[src/source/beeb_params.svh]
// beeb host glue constants
// memory geometry, bank counts and mouse axis limits
`ifndef BEEB_PARAMS_SVH
`define BEEB_PARAMS_SVH

// ==================================================
// memory map
// ==================================================
// core external address, bit 18 picks ram
`define BEEB_ADDR_W 19
// 16 KB bank offset
`define BEEB_BANK_OFS_W 14
// physical rom banks, model b plus master
`define BEEB_ROM_BANKS 14
`define BEEB_ROM_BYTES 229376
`define BEEB_RAM_BYTES 212992

// ==================================================
// mouse as joystick
// ==================================================
// clamp per packet
`define BEEB_MOUSE_STEP 10
`define BEEB_POS_MIN (-128)
`define BEEB_POS_MAX 127
// core analog channel width
`define BEEB_AXIS_W 12

`endif

[src/source/beeb_pkg.sv]
// beeb host glue types
// address views, host settings, mouse packet and joystick channel
`include "beeb_params.svh"

package beeb_pkg;

	// ==================================================
	// core external address
	// ==================================================
	// rom side: slot selects a 16 KB window
	typedef struct packed {
		logic                                       ram;
		logic [`BEEB_ADDR_W-`BEEB_BANK_OFS_W-2:0] slot;
		logic [`BEEB_BANK_OFS_W-1:0]               offset;
	} mem_rom_view_s;

	// ram side: flat byte index
	typedef struct packed {
		logic                    ram;
		logic [`BEEB_ADDR_W-2:0] index;
	} mem_ram_view_s;

	// same word, decoded per target store
	typedef union packed {
		mem_rom_view_s rom_view;
		mem_ram_view_s ram_view;
	} mem_addr_u;

	// ==================================================
	// host side
	// ==================================================
	typedef struct packed {
		logic model_master;
		logic mouse_joy_en;
		logic swap_joy;
	} host_cfg_s;

	// one load beat from the host download
	typedef struct packed {
		logic [`BEEB_ADDR_W-2:0] addr;
		logic [7:0]              data;
		logic                    wr;
	} rom_load_s;

	// relative motion, toggle flips per packet
	typedef struct packed {
		logic              toggle;
		logic signed [8:0] dx;
		logic signed [8:0] dy;
		logic [1:0]        buttons;
	} mouse_pkt_s;

	// one core analog joystick channel
	typedef struct packed {
		logic [`BEEB_AXIS_W-1:0] x;
		logic [`BEEB_AXIS_W-1:0] y;
		logic                    fire_n;
	} joy_axis_s;

endpackage

[src/source/mouse_joystick.sv]
// mouse as joystick
// absolute mouse position and joy2 mapped to the two core analog channels
`include "beeb_params.svh"

module mouse_joystick
	import beeb_pkg::*;
(
	input  logic        clk_sys,
	input  logic        arst_n,
	input  host_cfg_s   settings,
	input  logic        core_reset_req,
	input  mouse_pkt_s  mouse,
	input  logic [15:0] joy1_analog,
	input  logic [15:0] joy2_analog,
	input  logic [15:0] joy1_buttons,
	input  logic [15:0] joy2_buttons,
	output joy_axis_s   joy_a,
	output joy_axis_s   joy_b
);

	localparam logic signed [8:0] STEP    = `BEEB_MOUSE_STEP;
	localparam logic signed [8:0] POS_MIN = `BEEB_POS_MIN;
	localparam logic signed [8:0] POS_MAX = `BEEB_POS_MAX;

	logic              toggle_q;
	// mouse has taken over channel a
	logic              emu_q;
	logic signed [8:0] pos_x_q;
	logic signed [8:0] pos_y_q;
	logic signed [8:0] dx;
	logic signed [8:0] dy;
	logic signed [8:0] dx_c;
	logic signed [8:0] dy_c;
	logic signed [8:0] nx;
	logic signed [8:0] ny;
	logic              clear;
	joy_axis_s         src_a;
	joy_axis_s         src_b;

	// signed 8-bit stick value to core channel
	function automatic logic [`BEEB_AXIS_W-1:0] conv_axis(input logic [7:0] v);
		logic [7:0] c;
		c = 8'hff - {~v[7], v[6:0]};
		return {c, c[7:4]};
	endfunction

	// ==================================================
	// position tracking
	// ==================================================
	assign dx    = mouse.dx;
	assign dy    = mouse.dy;
	assign dx_c  = (dx > STEP) ? STEP : (dx < -STEP) ? -STEP : dx;
	assign dy_c  = (dy > STEP) ? STEP : (dy < -STEP) ? -STEP : dy;
	// screen y runs against mouse y
	assign nx    = pos_x_q + dx_c;
	assign ny    = pos_y_q - dy_c;
	assign clear = (|joy1_buttons) || core_reset_req || !settings.mouse_joy_en;

	always_ff @(posedge clk_sys or negedge arst_n) begin
		if (!arst_n) begin
			toggle_q <= 1'b0;
			emu_q    <= 1'b0;
			pos_x_q  <= '0;
			pos_y_q  <= '0;
		end else begin
			toggle_q <= mouse.toggle;
			if (clear) begin
				emu_q   <= 1'b0;
				pos_x_q <= '0;
				pos_y_q <= '0;
			end else if (toggle_q != mouse.toggle) begin
				emu_q   <= 1'b1;
				pos_x_q <= (nx < POS_MIN) ? POS_MIN : (nx > POS_MAX) ? POS_MAX : nx;
				pos_y_q <= (ny < POS_MIN) ? POS_MIN : (ny > POS_MAX) ? POS_MAX : ny;
			end
		end
	end

	// ==================================================
	// channel sources and routing
	// ==================================================
	always_comb begin
		src_a.x      = conv_axis(emu_q ? pos_x_q[7:0] : joy1_analog[7:0]);
		src_a.y      = conv_axis(emu_q ? pos_y_q[7:0] : joy1_analog[15:8]);
		src_a.fire_n = ~(emu_q ? |mouse.buttons : joy1_buttons[4]);
		src_b.x      = conv_axis(joy2_analog[7:0]);
		src_b.y      = conv_axis(joy2_analog[15:8]);
		src_b.fire_n = ~joy2_buttons[4];
	end

	assign joy_a = settings.swap_joy ? src_b : src_a;
	assign joy_b = settings.swap_joy ? src_a : src_b;

	a_pos_in_limits: assert property (
		@(posedge clk_sys) disable iff (!arst_n)
		(pos_x_q >= POS_MIN) && (pos_x_q <= POS_MAX) &&
		(pos_y_q >= POS_MIN) && (pos_y_q <= POS_MAX)
	) else $error("mouse position out of limits");

endmodule

[config.mk]
export PLATFORM = sky130hd
export DESIGN_NAME = mouse_joystick
export DESIGN_NICKNAME = d
export VERILOG_FILES = /design/src/source/beeb_pkg.sv /design/src/source/mouse_joystick.sv
export VERILOG_INCLUDE_DIRS = /design/src /design/src/source
export SDC_FILE = /design/constraint.sdc
export NUM_CORES = 1
export LEC_CHECK = 0
export BUFFER_PORTS_ARGS = -buffer_cell sky130_fd_sc_hd__buf_2
export CORE_ASPECT_RATIO = 0.8
export CORE_UTILIZATION = 45
export DETAILED_ROUTE_END_ITERATION = 6
export PLACE_DENSITY = 0.88
export SLEW_MARGIN = 10
export SYNTH_ARGS = -nofsm -noshare
export SYNTH_HDL_FRONTEND = slang
export SYNTH_SLANG_ARGS = --single-unit
[constraint.sdc]
create_clock -name clk_sys -period 4.1 [get_ports clk_sys]
set_input_delay 0.41 -clock clk_sys [delete_from_list [all_inputs] [get_ports clk_sys]]
set_output_delay 0.41 -clock clk_sys [all_outputs]
set_load 0.02 [all_outputs]
==> results_dict.tcl, run 1 <==
set metrics [dict create \
    postCtsSetupBuffers 0 \
    vdd_ir_drop_max_uv 145 \
    endpoint_kind "flop" \
    vias_per_cell 5.43 \
    worstSetupPathType "in2reg" \
    clock_sinks 20 \
    syn_to_final_growth_pct 25.5 \
    routed_wl_um 6860 \
    drtIter0Drc 167 \
    ioPinCount 141 \
    gr-usage-met3_pct 4.29 \
    place_inst 504 \
    period_needed_ns 3.74 \
    globalRouteOverflowTotal 0 \
    post_cts_resized 0 \
    cts-buffers-inserted 3 \
    pwr-share-clk_pct 28.6 \
    clk-insertion-delay-late_ns 0.26 \
    synth_edf_count 0 \
    power_density_mw_per_mm2 213 \
    start_util_pct 46.7 \
    layout.cells.non_filler 508 \
    avgSynthCellArea_um2 7.81 \
    netlist-cell-type-count 51 \
    status "complete, no violations" \
    wl_per_cell_um 13.5 \
    fillers 487 \
    rr_endpoint "pos_x_q[4]$_DFFE_PN0P_" \
    setup_violations 0 \
    cts_hold_buffers 0 \
    ys_ff_latch 20 \
    portBuffers 124 \
    ys_seq_area_share_pct 19.6 \
    fin_crit_sh_pct 91.3 \
    synth_area_mm2 0.00255 \
    reg2reg_depth 8 \
    syn-num-nets 438 \
    regArea_um2 500 \
    grtUsageTotal_pct 23.6 \
    tightest_slew_ns 1.03 \
    p_switching_mw 0.240 \
    hold_slack_ns 0.0916 \
    clock_path_buffers 2 \
    cp-endpoint "pos_x_q[4]$_DFFE_PN0P_" \
    cts_tree "done" \
    hold_viol 0 \
    yosysWarnings 0 \
    drive_gt1_share_pct 33.7 \
    die_h_um 69.4 \
    grt_busiest_layer "met2" \
    timing.rr.start "pos_x_q[0]$_DFFE_PN0P_" \
    drtAntennaViolNets 0 \
    max_slew_margin_pct 31.3 \
    grt_start_max_net_pins 44 \
    grt_pass1_vias 2529 \
    grt_pass1_wl_um 11500 \
    grt_use_met1_pct 32.0 \
    hp-class "in2async" \
    die-area_mm2 0.00598 \
    synthFlopType "dfrtp_1" \
    startpoint_type "input pin" \
    clock_skew_ns 0.00429 \
    ys_async_sr_fraction_pct 100 \
    setup_tns_ns 0 \
    power.share.switching_pct 35.2 \
    power_mw 0.681 \
    grt_setup_unrepaired "false" \
    core-area_mm2 0.00547 \
    drc_errors 0 \
    drt_first_pass_iters 4 \
    p_int_mw 0.441 \
    drv_cap 0 \
    diodes 0 \
    met2_usage_pct 40.2 \
    layout_common_cells "buf_2, nor2_1, a21oi_1, o21ai_0, dfrtp_1" \
    setup.worst_path.start "mouse[18]" \
    comb_power_share_pct 42.3 \
    required_ns 4.25 \
    multi_input_area_mm2 0.00184 \
    arrival_ns 3.89 \
    p_leak_nw 1.55 \
    htree_levels 1 \
    drv_slew 0 \
    via_count 2760 \
    final_common_cell "buf_2" \
    rows 24 \
    dp_hpwl_um 5680 \
    fmax_ghz 0.267 \
    crit_path_max_fanout 9 \
    syn_inst 327 \
    gp_congestion 0.911 \
    seqPwrFrac_pct 29.1 \
    grt_antenna_before_repair 0 \
    die_w_um 86.2 \
    final_nets 542 \
    path_clk_slew_ns 0.08 \
    root_buffer "clkbuf_8" \
    r2r_slack_ns 1.23 \
]
==> power groups by stage <==
stage               Sequential (mW)  Clock (mW)  Combinational (mW)
floorplan                     0.202           0               0.197
global route                  0.198       0.207               0.318
detailed placement            0.202           0               0.285
global placement              0.202           0               0.278
CTS                           0.198       0.197               0.287
finish                        0.198       0.195               0.288
==> worst min path at each step <==
stage / to / depth (start not counted) / startpoint / slack, ns
floorplan: emu_q$_DFFE_PN0P_ / 0 / arst_n / 0.11
global placement: pos_x_q[8]$_DFFE_PN0P_ / 1 / arst_n / 0.38
detailed placement: pos_x_q[7]$_DFFE_PN0P_ / 1 / arst_n / 0.38
CTS: pos_x_q[7]$_DFFE_PN0P_ / 1 / arst_n / 0.10
global route: pos_x_q[8]$_DFFE_PN0P_ / 1 / arst_n / 0.13
finish: pos_y_q[4]$_DFFE_PN0P_ / 1 / arst_n / 0.09
==> routing by layer <==
metal	up-vias	wire length, um
met2	109	3270
met4	0	53
li1	1382	-
met5	-	0
met3	8	461
met1	1261	3070
==> logic make-up after synthesis <==
group	share of synthesized area [%]
AOI/OAI and AO/OA	26.3
xor gates and xnor gates	6.81
adders and majority gates	13.9
buffers and inverters	8.24
DFF	19.6
muxes	7.89
and+or+nand+nor	17.2
==> cell type report <==
| cell class | instances | area share [%] |
|---|---|---|
| clock buffer | 3 | 1.29 |
| clock inverter | 1 | 0.938 |
| inverter | 11 | 1.29 |
| multi-input combinational | 267 | 57.5 |
| sequential | 20 | 15.6 |
| tap | 78 | 3.05 |
| timing repair buffer | 128 | 20.3 |
==> Yosys cell counts, types with 4 or more instances <==
master    instances  area (um2)
o21ai_0          34         170
inv_1             9        33.8
nand2_1          17        63.8
ha_1             18         225
xnor2_1           9        78.8
a21o_1            6        45.0
a21oi_1          37         185
mux2i_1          19         190
a211oi_1          5        37.5
nor2b_1           5        31.3
buf_4            16         120
maj3_1            9        90.1
nor2_1           43         161
clkbuf_1         10        37.5
o21ai_1           5        25.0
dfrtp_1          20         500
xor2_1            4        35.0
==> critical path, cell delays in order <==
cell,delay [ns]
buf_2,0.11
or4_4,0.54
a21oi_1,0.18
nor2_1,0.14
or3_1,0.39
fa_1,0.45
a211oi_1,0.45
o21ai_1,0.16
a31oi_2,0.32
xnor2_4,0.17
maj3_1,0.36
a22o_1,0.20
==> stage by stage <==
| stage | util (%) | area [um2] | setup WS, ns |
|---|---|---|---|
| global route | 58.6 | 3200 | 0.151 |
| finish | 58.6 | 3200 | 0.355 |
| detailed placement | 57.3 | 3130 | 0.132 |
| global placement | 57.3 | 3130 | 0.208 |
| CTS | 58.6 | 3200 | 0.378 |
| floorplan | - | 2550 | 0.479 |
==> registers in the layout, indices dropped and copies added (netlist names) <==
signal,count
emu_q,1
pos_x_q,9
pos_y_q,9
toggle_q,1
(Power assumes the default switching activity.)
==> inputs of run 2 (changes only) <==
- CTS_BUF_LIST: default -> sky130_fd_sc_hd__clkbuf_16
- TNS_END_PERCENT: default -> 100
- clock period: 4.1 -> 3.7 ns (I/O delays scaled with it)
==> results_dict.tcl, run 2 (synthesis gave the netlist of run 1 again) <==
set metrics [dict create \
    clock_skew_ns 0.00589 \
    layout.cells.non_filler 516 \
    grt_antenna_before_repair 0 \
    start_util_pct 46.7 \
    core-area_mm2 0.00547 \
    die-area_mm2 0.00598 \
    vias_per_cell 5.49 \
    power_density_mw_per_mm2 253 \
    drive_gt1_share_pct 35.8 \
    fmax_ghz 0.291 \
    hold_viol 0 \
    drc_errors 0 \
    setup_violations 0 \
    grt_setup_unrepaired "false" \
    design_area_mm2 0.00332 \
    dp_hpwl_um 5900 \
    grt_pass1_wl_um 12200 \
    hp-class "in2async" \
    final_common_cell "buf_2" \
    clock_sinks 20 \
    die_w_um 86.2 \
    gp_congestion 0.868 \
    vdd_ir_drop_max_uv 173 \
    routed_wl_um 7200 \
    diodes 0 \
    cp_num_buf_inv 1 \
    layout_common_cells "buf_2, nor2_1, a21oi_1, o21ai_0, dfrtp_1" \
    startpoint_type "input pin" \
    root_buffer "clkbuf_16" \
    via_count 2831 \
    status "complete, no violations" \
    wl_per_cell_um 14.0 \
    drtAntennaViolNets 0 \
    place_inst 512 \
    clk-insertion-delay-late_ns 0.26 \
    drv_slew 0 \
    arrival_ns 3.58 \
    worstSetupPathType "in2reg" \
    clock_path_buffers 2 \
    p_leak_nw 1.61 \
    grt_start_max_net_pins 49 \
    largest_registers "pos_x_q: 9 flops, pos_y_q: 9 flops" \
    portBuffers 124 \
    syn_to_final_growth_pct 30.0 \
    drv_cap 0 \
    cts-buffers-inserted 3 \
    path_clk_slew_ns 0.06 \
    required_ns 3.84 \
    grt_pass1_vias 2690 \
    drtIter0Drc 199 \
    die_h_um 69.4 \
    globalRouteOverflowTotal 0 \
    tightest_slew_ns 0.947 \
    endpoint_kind "flop" \
    place_area_mm2 0.00319 \
    period_needed_ns 3.44 \
    max_slew_margin_pct 36.9 \
    critical-path-slowest-cell "or4_4" \
    rows 24 \
    cts_hold_buffers 0 \
    drt_first_pass_iters 4 \
    grtUsageTotal_pct 25.2 \
    setup_tns_ns 0 \
    critPathMaxStageDelay_ns 0.54 \
    cp_top_family "compound AO/OA/AOI/OAI gates" \
    ioPinCount 141 \
    fin_crit_sh_pct 92.9 \
    crit_path_max_fanout 7 \
    power_mw 0.841 \
    htree_levels 1 \
    cts_tree "done" \
    hold_slack_ns 0.0502 \
    final_nets 550 \
    crit_chain "buf_2 -> or4_4 -> a21oi_1 -> nor2_1 -> or3_1 -> fa_1 -> a211oi_2 -> o21ai_1 -> a31oi_2 -> xnor2_4 -> maj3_1 -> a22o_1" \
]
-- run 2: changes by cell type in the layout (fill, tap and decap cells not counted), sizes merged --
cell  previous run  this run
buf            128       136
-- run 2: layout make-up --
type                       count  area [um2]
clock inverter                 1        30.0
timing repair buffer         136         711
fill                         492        2150
multi-input combinational    267        1860
clock buffer                   3        75.1
sequential                    20         500
inverter                      11        41.3
tap                           78        97.6
-- run 2: through the flow --
stage                     worst slack [ns]  utilization, %
after floorplan                      0.119               -
after global placement             0.00543            58.4
after detailed placement            -0.100            58.4
after CTS                            0.148            60.3
after global routing                0.0678            60.7
final                                0.261            60.7
-- run 2: metal layers --
metal	track usage, %	routed length [um]	vias up
met2	43.7	3540	103
met3	5.12	473	10
met5	0	0	-
li1	-	-	1408
met4	4.81	67	0
met1	32.3	3120	1310
-- run 2: timing repair --
item	CTS	global route
endpoints found under the setup margin	0	8
buffers inserted	0	0
resized for setup	0	4
-- run 2: power by group --
group | internal, mW | switching (mW) | leakage, nW
Sequential | 0.219 | 0.000482 | 0.277
Combinational | 0.128 | 0.197 | 1.28
Clock | 0.215 | 0.0815 | 0.0511
Total | 0.562 | 0.279 | 1.61
-- run 2: path summary, 6_finish.rpt --
path | slack [ns] | startpoint | endpoint | cells after the start
min | 0.05 | arst_n | pos_y_q[4]$_DFFE_PN0P_ | 1
max reg2reg | 1.03 | pos_x_q[0]$_DFFE_PN0P_ | pos_x_q[4]$_DFFE_PN0P_ | 8
max in group asynchronous | 3.34 | arst_n | pos_y_q[7]$_DFFE_PN0P_ | 1
max | 0.26 | mouse[18] | pos_x_q[4]$_DFFE_PN0P_ | 12
min reg2reg | 0.56 | pos_x_q[8]$_DFFE_PN0P_ | pos_x_q[8]$_DFFE_PN0P_ | 1
min in group clk_sys | 0.28 | mouse[20] | toggle_q$_DFF_PN0_ | 1
